==> src/verilog/cnn_pkg.sv <==
// CNN filter shared definitions
package cnn_pkg;

    // Stream and pixel widths
    localparam int BUS_BITS = 32;
    localparam int PIXEL_BITS = 8;

    typedef logic [PIXEL_BITS-1:0] pixel_t;
    typedef logic [BUS_BITS-1:0] bus_word_t;

    // Fixed-point kernel weights
    localparam int WEIGHT_BITS = 8;
    localparam int WEIGHT_Q_SHIFT = 6;
    localparam int KERNEL_SIZE = 2;

    typedef logic [WEIGHT_BITS-1:0] weight_t;

    // One in Q6 spread evenly over the four taps
    localparam weight_t KERNEL_WEIGHT =
        weight_t'((1 << WEIGHT_Q_SHIFT) / (KERNEL_SIZE * KERNEL_SIZE));

    // Convolution layer states
    typedef enum logic [1:0] {
        LAYER_GET_ROW   = 2'd0,
        LAYER_CALC_WAIT = 2'd1,
        LAYER_CALC      = 2'd2,
        LAYER_WAIT_READ = 2'd3
    } layer_state_e;

    // Pooling layer states
    typedef enum logic [1:0] {
        POOL_GET_ROW   = 2'd0,
        POOL_CALC      = 2'd1,
        POOL_WAIT_READ = 2'd2
    } pool_state_e;

endpackage
==> src/verilog/cnn_top.sv <==
// Streaming image filter top
module cnn_top #(
    parameter int IMAGE_WIDTH  = 28,
    parameter int IMAGE_HEIGHT = 28
) (
    input  logic               clock_i,
    input  logic               reset_i,
    input  cnn_pkg::bus_word_t in_data_i,
    input  logic               in_valid_i,
    output logic               upstream_stall_o,
    output cnn_pkg::bus_word_t out_data_o,
    output logic               out_valid_o,
    input  logic               downstream_stall_i
);
    // Deserializer to convolution
    cnn_pkg::pixel_t in_row [IMAGE_WIDTH];
    logic in_row_valid;
    logic in_row_accept;

    // Convolution to pool
    cnn_pkg::pixel_t conv_row [IMAGE_WIDTH];
    logic conv_row_valid;
    logic conv_row_accept;
    logic conv_row_last;

    // Pool to serializer
    cnn_pkg::pixel_t pool_row [IMAGE_WIDTH/2];
    logic pool_row_valid;
    logic pool_row_accept;

    // Convolution control
    logic shift_vert;
    logic shift_horiz;
    logic capture;
    logic col_clear;
    logic col_step;
    logic row_step;
    logic [$clog2(IMAGE_WIDTH)-1:0] col_idx;
    logic col_done;
    logic window_ready;
    logic image_last;

    row_deserializer #(
        .IMAGE_WIDTH(IMAGE_WIDTH)
    ) u_deser (
        .clock_i(clock_i),
        .reset_i(reset_i),
        .in_data_i(in_data_i),
        .in_valid_i(in_valid_i),
        .row_accept_i(in_row_accept),
        .upstream_stall_o(upstream_stall_o),
        .row_o(in_row),
        .row_valid_o(in_row_valid)
    );

    conv_sequencer u_conv_seq (
        .clock_i(clock_i),
        .reset_i(reset_i),
        .row_valid_i(in_row_valid),
        .out_row_accept_i(conv_row_accept),
        .col_done_i(col_done),
        .window_ready_i(window_ready),
        .image_last_i(image_last),
        .row_accept_o(in_row_accept),
        .shift_vert_o(shift_vert),
        .shift_horiz_o(shift_horiz),
        .capture_o(capture),
        .col_clear_o(col_clear),
        .col_step_o(col_step),
        .row_step_o(row_step),
        .out_row_valid_o(conv_row_valid),
        .out_row_last_o(conv_row_last)
    );

    position_counter #(
        .IMAGE_WIDTH(IMAGE_WIDTH),
        .IMAGE_HEIGHT(IMAGE_HEIGHT)
    ) u_pos (
        .clock_i(clock_i),
        .reset_i(reset_i),
        .col_clear_i(col_clear),
        .col_step_i(col_step),
        .row_step_i(row_step),
        .col_idx_o(col_idx),
        .col_done_o(col_done),
        .window_ready_o(window_ready),
        .image_last_o(image_last)
    );

    conv_datapath #(
        .IMAGE_WIDTH(IMAGE_WIDTH)
    ) u_conv_dp (
        .clock_i(clock_i),
        .reset_i(reset_i),
        .row_i(in_row),
        .shift_vert_i(shift_vert),
        .shift_horiz_i(shift_horiz),
        .capture_i(capture),
        .col_idx_i(col_idx),
        .out_row_o(conv_row)
    );

    max_pool_row #(
        .IMAGE_WIDTH(IMAGE_WIDTH)
    ) u_pool (
        .clock_i(clock_i),
        .reset_i(reset_i),
        .in_row_i(conv_row),
        .in_row_valid_i(conv_row_valid),
        .in_row_last_i(conv_row_last),
        .out_row_accept_i(pool_row_accept),
        .in_row_accept_o(conv_row_accept),
        .out_row_o(pool_row),
        .out_row_valid_o(pool_row_valid)
    );

    row_serializer #(
        .IMAGE_WIDTH(IMAGE_WIDTH)
    ) u_ser (
        .clock_i(clock_i),
        .reset_i(reset_i),
        .row_i(pool_row),
        .row_valid_i(pool_row_valid),
        .downstream_stall_i(downstream_stall_i),
        .row_accept_o(pool_row_accept),
        .out_data_o(out_data_o),
        .out_valid_o(out_valid_o)
    );

endmodule

==> src/verilog/row_serializer.sv <==
// Output serialization
module row_serializer #(
    parameter int IMAGE_WIDTH = 28
) (
    input  logic               clock_i,
    input  logic               reset_i,
    input  cnn_pkg::pixel_t    row_i [IMAGE_WIDTH/2],
    input  logic               row_valid_i,
    input  logic               downstream_stall_i,
    output logic               row_accept_o,
    output cnn_pkg::bus_word_t out_data_o,
    output logic               out_valid_o
);
    localparam int OUT_WIDTH = IMAGE_WIDTH / 2;
    localparam int IDX_BITS = $clog2(OUT_WIDTH);

    cnn_pkg::pixel_t row_q [OUT_WIDTH];
    logic [IDX_BITS-1:0] rd_idx_q;
    logic busy_q;

    assign row_accept_o = !busy_q && row_valid_i;
    assign out_valid_o = busy_q;
    assign out_data_o = cnn_pkg::bus_word_t'(row_q[rd_idx_q]);

    always_ff @(posedge clock_i) begin
        if (row_accept_o) begin
            row_q <= row_i;
        end
    end

    // The read index only moves when the sink takes the word
    always_ff @(posedge clock_i) begin
        if (reset_i) begin
            busy_q <= 1'b0;
            rd_idx_q <= '0;
        end else if (row_accept_o) begin
            busy_q <= 1'b1;
            rd_idx_q <= '0;
        end else if (busy_q && !downstream_stall_i) begin
            if (rd_idx_q == IDX_BITS'(OUT_WIDTH - 1)) begin
                busy_q <= 1'b0;
                rd_idx_q <= '0;
            end else begin
                rd_idx_q <= rd_idx_q + 1'b1;
            end
        end
    end

endmodule

==> src/verilog/max_pool_row.sv <==
// Row max pooling
module max_pool_row #(
    parameter int IMAGE_WIDTH = 28
) (
    input  logic            clock_i,
    input  logic            reset_i,
    input  cnn_pkg::pixel_t in_row_i [IMAGE_WIDTH],
    input  logic            in_row_valid_i,
    input  logic            in_row_last_i,
    input  logic            out_row_accept_i,
    output logic            in_row_accept_o,
    output cnn_pkg::pixel_t out_row_o [IMAGE_WIDTH/2],
    output logic            out_row_valid_o
);
    localparam int OUT_WIDTH = IMAGE_WIDTH / 2;
    localparam int POS_BITS = $clog2(OUT_WIDTH);

    cnn_pkg::pool_state_e state_q;
    cnn_pkg::pixel_t in_q [IMAGE_WIDTH];
    cnn_pkg::pixel_t out_q [OUT_WIDTH];
    logic [POS_BITS-1:0] pos_q;
    logic pos_end;
    // Set once the first row of a pair has been folded
    logic second_q;
    logic last_q;
    cnn_pkg::pixel_t left_px;
    cnn_pkg::pixel_t right_px;
    cnn_pkg::pixel_t best_px;

    assign in_row_accept_o = (state_q == cnn_pkg::POOL_GET_ROW) && in_row_valid_i;
    assign out_row_valid_o = (state_q == cnn_pkg::POOL_WAIT_READ);
    assign out_row_o = out_q;
    assign pos_end = (pos_q == POS_BITS'(OUT_WIDTH - 1));

    // Largest of the stored maximum and the two pixels under it
    always_comb begin
        left_px = in_q[2 * pos_q];
        right_px = in_q[2 * pos_q + 1];
        best_px = out_q[pos_q];
        if (left_px > best_px) begin
            best_px = left_px;
        end
        if (right_px > best_px) begin
            best_px = right_px;
        end
    end

    always_ff @(posedge clock_i) begin
        if (in_row_accept_o) begin
            in_q <= in_row_i;
        end
    end

    always_ff @(posedge clock_i) begin
        if (reset_i) begin
            state_q <= cnn_pkg::POOL_GET_ROW;
            pos_q <= '0;
            second_q <= 1'b0;
            last_q <= 1'b0;
            out_q <= '{default: '0};
        end else begin
            case (state_q)
                cnn_pkg::POOL_GET_ROW: begin
                    if (in_row_valid_i) begin
                        last_q <= in_row_last_i;
                        pos_q <= '0;
                        state_q <= cnn_pkg::POOL_CALC;
                    end
                end
                cnn_pkg::POOL_CALC: begin
                    out_q[pos_q] <= best_px;
                    pos_q <= pos_q + 1'b1;
                    if (pos_end) begin
                        if (second_q || last_q) begin
                            state_q <= cnn_pkg::POOL_WAIT_READ;
                        end else begin
                            second_q <= 1'b1;
                            state_q <= cnn_pkg::POOL_GET_ROW;
                        end
                    end
                end
                cnn_pkg::POOL_WAIT_READ: begin
                    if (out_row_accept_i) begin
                        out_q <= '{default: '0};
                        second_q <= 1'b0;
                        state_q <= cnn_pkg::POOL_GET_ROW;
                    end
                end
                default: state_q <= cnn_pkg::POOL_GET_ROW;
            endcase
        end
    end

endmodule

==> src/verilog/conv_datapath.sv <==
// Convolution window and kernel
module conv_datapath #(
    parameter int IMAGE_WIDTH = 28
) (
    input  logic                           clock_i,
    input  logic                           reset_i,
    input  cnn_pkg::pixel_t                row_i [IMAGE_WIDTH],
    input  logic                           shift_vert_i,
    input  logic                           shift_horiz_i,
    input  logic                           capture_i,
    input  logic [$clog2(IMAGE_WIDTH)-1:0] col_idx_i,
    output cnn_pkg::pixel_t                out_row_o [IMAGE_WIDTH]
);
    localparam int K = cnn_pkg::KERNEL_SIZE;
    localparam int PROD_BITS = cnn_pkg::PIXEL_BITS + cnn_pkg::WEIGHT_BITS;
    localparam int ACC_BITS = cnn_pkg::PIXEL_BITS + $clog2(K * K);

    // Row 0 holds the newest row
    cnn_pkg::pixel_t win_q [K][IMAGE_WIDTH];
    cnn_pkg::pixel_t out_row_q [IMAGE_WIDTH];
    cnn_pkg::pixel_t kernel_q;
    logic [PROD_BITS-1:0] prod;
    logic [ACC_BITS-1:0] acc;

    assign out_row_o = out_row_q;

    always_ff @(posedge clock_i) begin
        if (shift_vert_i) begin
            for (int r = 1; r < K; r++) begin
                win_q[r] <= win_q[r-1];
            end
            win_q[0] <= row_i;
        end else if (shift_horiz_i) begin
            // Rotate left so column 0 wraps round to the end
            for (int r = 0; r < K; r++) begin
                for (int c = 0; c < IMAGE_WIDTH - 1; c++) begin
                    win_q[r][c] <= win_q[r][c+1];
                end
                win_q[r][IMAGE_WIDTH-1] <= win_q[r][0];
            end
        end
    end

    // Weighted sum over the leftmost K by K taps
    always_comb begin
        acc = '0;
        prod = '0;
        for (int r = 0; r < K; r++) begin
            for (int c = 0; c < K; c++) begin
                prod = PROD_BITS'(cnn_pkg::KERNEL_WEIGHT) * PROD_BITS'(win_q[r][c]);
                acc = acc + ACC_BITS'(prod >> cnn_pkg::WEIGHT_Q_SHIFT);
            end
        end
    end

    always_ff @(posedge clock_i) begin
        if (reset_i) begin
            kernel_q <= '0;
        end else begin
            kernel_q <= acc[cnn_pkg::PIXEL_BITS-1:0];
        end
    end

    always_ff @(posedge clock_i) begin
        if (capture_i) begin
            out_row_q[col_idx_i] <= kernel_q;
        end
    end

endmodule

==> src/verilog/position_counter.sv <==
// Column and image row counters
module position_counter #(
    parameter int IMAGE_WIDTH  = 28,
    parameter int IMAGE_HEIGHT = 28
) (
    input  logic                           clock_i,
    input  logic                           reset_i,
    input  logic                           col_clear_i,
    input  logic                           col_step_i,
    input  logic                           row_step_i,
    output logic [$clog2(IMAGE_WIDTH)-1:0] col_idx_o,
    output logic                           col_done_o,
    output logic                           window_ready_o,
    output logic                           image_last_o
);
    localparam int COL_BITS = $clog2(IMAGE_WIDTH);
    localparam int ROW_BITS = $clog2(IMAGE_HEIGHT + 1);

    logic [COL_BITS-1:0] col_q;
    // Rows received so far in the current image
    logic [ROW_BITS-1:0] rows_q;

    assign col_idx_o = col_q;
    assign col_done_o = (col_q == COL_BITS'(IMAGE_WIDTH - 1));
    assign window_ready_o = (rows_q >= ROW_BITS'(cnn_pkg::KERNEL_SIZE));
    assign image_last_o = (rows_q == ROW_BITS'(IMAGE_HEIGHT));

    always_ff @(posedge clock_i) begin
        if (reset_i || col_clear_i) begin
            col_q <= '0;
        end else if (col_step_i) begin
            col_q <= col_done_o ? '0 : col_q + 1'b1;
        end
    end

    // After a full image the count restarts with the new row as the first
    always_ff @(posedge clock_i) begin
        if (reset_i) begin
            rows_q <= '0;
        end else if (row_step_i) begin
            rows_q <= image_last_o ? ROW_BITS'(1) : rows_q + 1'b1;
        end
    end

endmodule

==> src/verilog/conv_sequencer.sv <==
// Convolution row sequencer
module conv_sequencer (
    input  logic clock_i,
    input  logic reset_i,
    input  logic row_valid_i,
    input  logic out_row_accept_i,
    input  logic col_done_i,
    input  logic window_ready_i,
    input  logic image_last_i,
    output logic row_accept_o,
    output logic shift_vert_o,
    output logic shift_horiz_o,
    output logic capture_o,
    output logic col_clear_o,
    output logic col_step_o,
    output logic row_step_o,
    output logic out_row_valid_o,
    output logic out_row_last_o
);
    cnn_pkg::layer_state_e state_q;
    cnn_pkg::layer_state_e state_d;
    logic last_q;

    assign out_row_valid_o = (state_q == cnn_pkg::LAYER_WAIT_READ);
    assign out_row_last_o = last_q;

    always_comb begin
        state_d = state_q;
        row_accept_o = 1'b0;
        shift_vert_o = 1'b0;
        shift_horiz_o = 1'b0;
        capture_o = 1'b0;
        col_clear_o = 1'b0;
        col_step_o = 1'b0;
        row_step_o = 1'b0;
        case (state_q)
            cnn_pkg::LAYER_GET_ROW: begin
                if (row_valid_i) begin
                    row_accept_o = 1'b1;
                    shift_vert_o = 1'b1;
                    row_step_o = 1'b1;
                    col_clear_o = 1'b1;
                    state_d = cnn_pkg::LAYER_CALC_WAIT;
                end
            end
            // Kernel register settles here; first pass also checks the window
            cnn_pkg::LAYER_CALC_WAIT: begin
                state_d = window_ready_i ? cnn_pkg::LAYER_CALC : cnn_pkg::LAYER_GET_ROW;
            end
            cnn_pkg::LAYER_CALC: begin
                capture_o = 1'b1;
                shift_horiz_o = 1'b1;
                col_step_o = 1'b1;
                state_d = col_done_i ? cnn_pkg::LAYER_WAIT_READ : cnn_pkg::LAYER_CALC_WAIT;
            end
            cnn_pkg::LAYER_WAIT_READ: begin
                if (out_row_accept_i) begin
                    state_d = cnn_pkg::LAYER_GET_ROW;
                end
            end
            default: state_d = cnn_pkg::LAYER_GET_ROW;
        endcase
    end

    always_ff @(posedge clock_i) begin
        if (reset_i) begin
            state_q <= cnn_pkg::LAYER_GET_ROW;
            last_q <= 1'b0;
        end else begin
            state_q <= state_d;
            // Tag the finished row with the image position
            if (state_q == cnn_pkg::LAYER_CALC && col_done_i) begin
                last_q <= image_last_i;
            end
        end
    end

endmodule

==> src/verilog/row_deserializer.sv <==
// Input row assembly
module row_deserializer #(
    parameter int IMAGE_WIDTH = 28
) (
    input  logic                  clock_i,
    input  logic                  reset_i,
    input  cnn_pkg::bus_word_t    in_data_i,
    input  logic                  in_valid_i,
    input  logic                  row_accept_i,
    output logic                  upstream_stall_o,
    output cnn_pkg::pixel_t       row_o [IMAGE_WIDTH],
    output logic                  row_valid_o
);
    localparam int IDX_BITS = $clog2(IMAGE_WIDTH);

    cnn_pkg::pixel_t row_q [IMAGE_WIDTH];
    logic [IDX_BITS-1:0] fill_idx_q;
    logic full_q;
    logic take_word;

    // A word is taken only while there is room for it
    assign take_word = in_valid_i && !full_q;

    assign upstream_stall_o = full_q;
    assign row_valid_o = full_q;
    assign row_o = row_q;

    always_ff @(posedge clock_i) begin
        if (take_word) begin
            row_q[fill_idx_q] <= in_data_i[cnn_pkg::PIXEL_BITS-1:0];
        end
    end

    always_ff @(posedge clock_i) begin
        if (reset_i) begin
            fill_idx_q <= '0;
            full_q <= 1'b0;
        end else if (take_word) begin
            if (fill_idx_q == IDX_BITS'(IMAGE_WIDTH - 1)) begin
                fill_idx_q <= '0;
                full_q <= 1'b1;
            end else begin
                fill_idx_q <= fill_idx_q + 1'b1;
            end
        end else if (row_accept_i) begin
            full_q <= 1'b0;
        end
    end

endmodule

==> config.mk <==
export PLATFORM = sky130hd
export DESIGN_NAME = cnn_top
export DESIGN_NICKNAME = d
export VERILOG_FILES = /design/src/verilog/cnn_pkg.sv /design/src/verilog/cnn_top.sv /design/src/verilog/row_serializer.sv /design/src/verilog/max_pool_row.sv /design/src/verilog/conv_datapath.sv /design/src/verilog/position_counter.sv /design/src/verilog/conv_sequencer.sv /design/src/verilog/row_deserializer.sv
export SDC_FILE = /design/constraint.sdc
export NUM_CORES = 2
export LEC_CHECK = 0
export ABC_AREA = 1
export BUFFER_PORTS_ARGS = -buffer_cell sky130_fd_sc_hd__buf_2
export CAP_MARGIN = 20
export CORE_UTILIZATION = 40
export DETAILED_ROUTE_END_ITERATION = 10
export HOLD_SLACK_MARGIN = 0.02
export PLACE_DENSITY = 0.6
export RECOVER_POWER = 25
export SLEW_MARGIN = 20
export SYNTH_ARGS = -nofsm -noshare
export SYNTH_HDL_FRONTEND = slang
export SYNTH_HIERARCHICAL = 1
export SYNTH_SLANG_ARGS = --single-unit
==> constraint.sdc <==
create_clock -name clock_i -period 5.9 [get_ports clock_i]
set_input_delay 1.18 -clock clock_i [delete_from_list [all_inputs] [get_ports clock_i]]
set_output_delay 1.18 -clock clock_i [all_outputs]
set_load 0.05 [all_outputs]
## Yosys cells after proc, flatten, opt, wreduce, memory -nomap -nowiden

Memory sizes are Yosys's and may differ from the RTL's.
Cells that the tools add are included.
Widths: inputs -> output; s select.

- Reductions and logical operators: 29
- Bitwise gates (word level): 62
- Mux-type cells: 115
- $lt $le $gt $ge: 12
- Add/sub/neg operators: 9
- Eq/ne operators: 17

Operators with widths:

| operator | count |
|---|---|
| $mux 8 | 69 |
| $bwmux 224 | 2 |
| $pmux 112 s2 | 1 |
| $bwmux 112 | 1 |
| $mux 112 | 1 |
| $bmux 8 s5 | 2 |
| $demux 8 s5 | 2 |
| $ge 33x6->1 const B | 2 |
| $bmux 8 s4 | 2 |
| $or 1x1->1 | 56 |
| $not 32->33 | 1 |
| $not 5->33 | 1 |
| $demux 8 s4 | 1 |
| $mux 1 | 17 |
| $add 8x6->8 | 2 |
| $gt 8x8->1 | 2 |
| $mux 2 | 8 |
| $add 5x1->5 const B | 3 |
| $eq 5x5->1 const B | 3 |
| $mux 5 | 3 |
| $ge 6x6->1 const B | 2 |
| $lt 6x1->1 const B | 2 |
| $not 5->6 | 2 |
| $reduce_and 2->1 | 6 |
| other kinds (25) | 53 |

- Output and inout bits: 34
- Register bits after elaboration: 936
- Memory bits (writable): 448
- Memories kept: 1
- Input bits: 36

Memory list:

| name | words | width | read ports | clocked after memory_dff | wr ports | line | text |
|---|---|---|---|---|---|---|---|
| u_conv_dp.win_q | 2 | 224 | 2 | 0 | 2 | conv_datapath.sv:19 | `cnn_pkg::pixel_t win_q [K][IMAGE_WIDTH];` |

## Logic depth before layout (Yosys ltp)

- Word-level depth: 10
- Depth in mapped cells: 35
- Depth with buffers taken out: 31

## Hierarchy

The synthesis kept the hierarchy.

Modules (own cells, without submodules):

| module | times used | area each (sq um) | cells each |
|---|---|---|---|
| conv_datapath | 1 | 21808.4 | 1299 |
| max_pool_row | 1 | 16019.1 | 1870 |
| row_deserializer | 1 | 7304.5 | 316 |
| row_serializer | 1 | 5216.3 | 520 |
| position_counter | 1 | 534.3 | 75 |
| conv_sequencer | 1 | 195.2 | 29 |

## Worst setup path after synthesis

No wires, ideal clock.

- Path kind: flip-flop to flip-flop
- Start point: register u_conv_seq.state_q[1]
- End point: register u_pool.pos_q[0]
- Data required time: 5.766 ns
- Arrival: 5.643 ns
- Cell stages (with the launch flop): 8
- Slack: 0.123 ns
- Cells stage by stage: dfxtp_1 > nand2_1 > inv_1 > nand2_1 > inv_1 > nor2_1 > nor2_1 > a211oi_1

- Cells in the longest elaborated chain, start to end: 3

Ends and longest elaborated chain:

| element | line | text |
|---|---|---|
| start, declared | conv_sequencer.sv:20 | `cnn_pkg::layer_state_e state_q;` |
| start signal, assigned | conv_sequencer.sv:67 | `state_q <= cnn_pkg::LAYER_GET_ROW;` |
| start signal, assigned | conv_sequencer.sv:70 | `state_q <= state_d;` |
| $eq 2x2->1 | conv_sequencer.sv:24 | `assign out_row_valid_o = (state_q == cnn_pkg::LAYER_WAIT_READ);` |
| via conv_row_valid | cnn_top.sv:22 | `logic conv_row_valid;` |
| $ne 2x1->1 (no line) | -- |  |
| $reduce_and 2->1 (no line) | -- |  |
| end signal, assigned | max_pool_row.sv:72 | `pos_q <= pos_q + 1'b1;` |
| end, declared | max_pool_row.sv:21 | `logic [POS_BITS-1:0] pos_q;` |

The timed path passes the listed nets, and every way through them passes these cells.
A chain may end at the register's enable or synchronous reset.

## Final worst setup path

- Start point: register u_pool.pos_q[0]
- End point: register u_pool.out_q (netlist bit u_pool/out_row_o[106])

- Cells in the longest elaborated chain, start to end: 10
- Elaborated cells on any way between the ends: 24

Ends and longest elaborated chain:

| element | line | text |
|---|---|---|
| $not 5->33 (implied by the code) or $not 4->5 (tied branches) | max_pool_row.sv:37, max_pool_row.sv:39, max_pool_row.sv:71 |  |
| $bmux 8 s5 or $bmux 8 s4 (tied branches) | max_pool_row.sv:37, max_pool_row.sv:39 |  |
| $mux 8, on equally long branches (2 in a row) | max_pool_row.sv:37, max_pool_row.sv:39 |  |
| $gt 8x8->1 | max_pool_row.sv:40 | `if (left_px > best_px) begin` |
| $mux 8 | max_pool_row.sv:40 |  |
| $gt 8x8->1 | max_pool_row.sv:43 | `if (right_px > best_px) begin` |
| $mux 8 | max_pool_row.sv:43 |  |
| $bwmux 112 (*) | max_pool_row.sv:71 | `out_q[pos_q] <= best_px;` |
| $pmux 112 s2 (*) | max_pool_row.sv:62 | `case (state_q)` |
| end signal, assigned by index | max_pool_row.sv:71 |  |
| end, declared | max_pool_row.sv:20 | `cnn_pkg::pixel_t out_q [OUT_WIDTH];` |

Every way passes the cells marked *; elsewhere a longest branch is shown, timed or not. The select of a mux whose other input is x is not followed.

==> impl_metrics.env <==
export IMPL_grt_pass1_vias=27200
export IMPL_path_max_fanout=56
export IMPL_rsz0062_at_grt="no"
export IMPL_fin_setup_tns_ps=0
export IMPL_fillers=11000
export IMPL_drive_gt1_frac=0.0755
export IMPL_finalCritPeriodShare=0.812
export IMPL_seqCellArea_um2=35000
export IMPL_finalPower_uw=16900
export IMPL_finalHoldViolations=0
export IMPL_start_kind="flop"
export IMPL_dp_hpwl_um=58600
export IMPL_setup_ws_ps=1110
export IMPL_die_area_um2=125000
export IMPL_netlist_area_um2=49400
export IMPL_cts_tree="yes"
export IMPL_avgSynthCellArea_um2=12.2
export IMPL_die_y_um=353
export IMPL_clk_latency_ps=720
export IMPL_antenna_found_initial=6
export IMPL_wl_met2_um=46300
export IMPL_power_density_nw_per_um2=309
export IMPL_nNetsFinal=4149
export IMPL_placed_cells=5568
export IMPL_core_um2=122000
export IMPL_fmax_ghz=0.209
export IMPL_antenna_cells=0
export IMPL_postRouteAntennaNets=0
export IMPL_synth_warnings=6
export IMPL_min_period_ps=4790
export IMPL_violations="max-capacitance violations, max-slew violations"
export IMPL_post_cts_resize_count=0
export IMPL_status="finished, violations left"
export IMPL_setup_violations=0
export IMPL_tightest_slew_ps=1800
export IMPL_grt_start_max_net_pins=172
export IMPL_instances_no_fill=5796
export IMPL_drc=0
export IMPL_cts_sinks=1216
export IMPL_ctsHoldBuffers=0
export IMPL_routedWlPerCell_um=17.6
export IMPL_drv_slew=203
export IMPL_firstDrtPassIters=8
export IMPL_initial_utilization=0.404
export IMPL_dr_total_vias=28700
export IMPL_wirelength_um=102000
export IMPL_rows=128
export IMPL_post_cts_buffers=0
export IMPL_critPathCaptureType="flop"
export IMPL_hp_class="reg2reg"
export IMPL_worst_slew_margin_rel=-0.202
export IMPL_htreeDepth=3
export IMPL_clk_pin_slew_worst_paths_ps=70
export IMPL_p_leak_uw=0.0200
export IMPL_cap_violations=7
export IMPL_cp_required_ps=6440
export IMPL_cts_buffers=120
export IMPL_portBuffers=19
export IMPL_grt_overflow_total=0
export IMPL_grt_pass1_wl_um=157000
export IMPL_highest_layer="met5"
export IMPL_ios=70
export IMPL_multi_input_area_um2=11500
export IMPL_wl_met3_um=5930
export IMPL_dr_first_iter_drc_count=2409
export IMPL_die_w_um=353
export IMPL_peakVddDrop_uv=278
export IMPL_cts_root_buf="clkbuf_16"
export IMPL_fin_skew_ps=40.7
export IMPL_cp_arrival_ps=5320
export IMPL_routabilityCongestion=0.824
export IMPL_pre_cts_slack_ps=1230
export IMPL_wl_met1_um=46700
export IMPL_clockBufferDepth=3
export IMPL_critPathKind="reg2reg"
export IMPL_track_usage=0.161
export IMPL_viasPerCell=4.94
export IMPL_syn_to_final_growth_pct=10.7
export IMPL_worst_hold_slack_ps=410
export IMPL_synthCells=4053
layout by cell type (no fill, tap or decap), types with 17 or more instances in the layout:
master     instances
edfxtp_1        1064
nand2_1          995
inv_1            406
nand3_1          292
nor2_1           256
a21oi_1          207
mux2_1           182
dfxtp_1          148
clkbuf_16        122
o21ai_0          119
ha_1              36
clkinv_1          31
clkbuf_1          29
clkinv_2          28
buf_4             26
nand2_2           25
conb_1            24
buf_2             17
power by group:
group	leakage (uW)	internal (uW)	switching, uW
logic	0.00722	11.7	113
registers	0.0109	9260	6.23
clock network	0.00191	4240	3240
total	0.0200	13500	3360
layout make-up:
class	count	area share
well taps	1625	0.0372
multi-input cells	2239	0.211
repair buffers	67	0.0115
inverters	421	0.0292
clock inverters	82	0.0135
flip-flops and latches	1216	0.640
clock buffers	146	0.0580
flip-flops by register name, indices dropped and copies added (netlist names), 2 cells and up:
register / flops
u_conv_dp/kernel_q: 8
u_pos/col_idx_o: 5
u_conv_dp/win_q: 336
u_conv_seq/state_q: 2
u_pool/state_q: 2
u_pool/in_q: 224
u_deser/row_o: 168
u_conv_dp/out_row_o: 224
u_ser/rd_idx_q: 4
u_pool/out_row_o: 112
u_ser/row_q: 112
u_deser/fill_idx_q: 5
u_pos/rows_q: 5
u_pool/pos_q: 4
worst max-delay path, cell delays in order, from the launching register on:
cell	delay, ps
dfxtp_4	420
buf_4	620
nand2_1	120
nand3_1	160
nand2_1	90
nand2_1	60
nand2_1	70
nor2_1	300
ha_1	310
a21oi_1	130
nor2_1	50
nor2_1	130
nand2_1	70
nand2_1	220
nand2_1	90
nand2_1	140
ha_1	260
nand2_1	90
clkinv_1	80
nand2_1	60
nand2_1	50
nor2_1	90
o21ai_1	100
o21ai_4	170
nand2_2	410
nand3_1	200
a21oi_1	80
metrics by stage:
| step | utilization | cell area (um^2) |
|---|---|---|
| detailed placement | 0.416 | 50800 |
| global route | 0.448 | 54700 |
| finish | 0.448 | 54700 |
| CTS | 0.448 | 54700 |
| global placement | 0.416 | 50800 |
| floorplan | - | 49500 |
metal layers:
layer,track usage,vias up
met2,0.252,792
met4,0.0563,8
met5,0,-
met3,0.0234,180
met1,0.230,13900
li1,-,13700
worst paths after layout:
check | from | endpoint | slack, ps | cells after the start
max | u_pool/pos_q[0] | u_pool/out_row_o[106] | 1110 | 26
min | u_conv_dp/out_row_o[144] | u_pool/in_q[144] | 410 | 0
max reg2reg | u_pool/pos_q[0] | u_pool/out_row_o[106] | 1110 | 26
min reg2reg | u_conv_dp/out_row_o[144] | u_pool/in_q[144] | 410 | 0
Power figures use the tool's default switching activity.
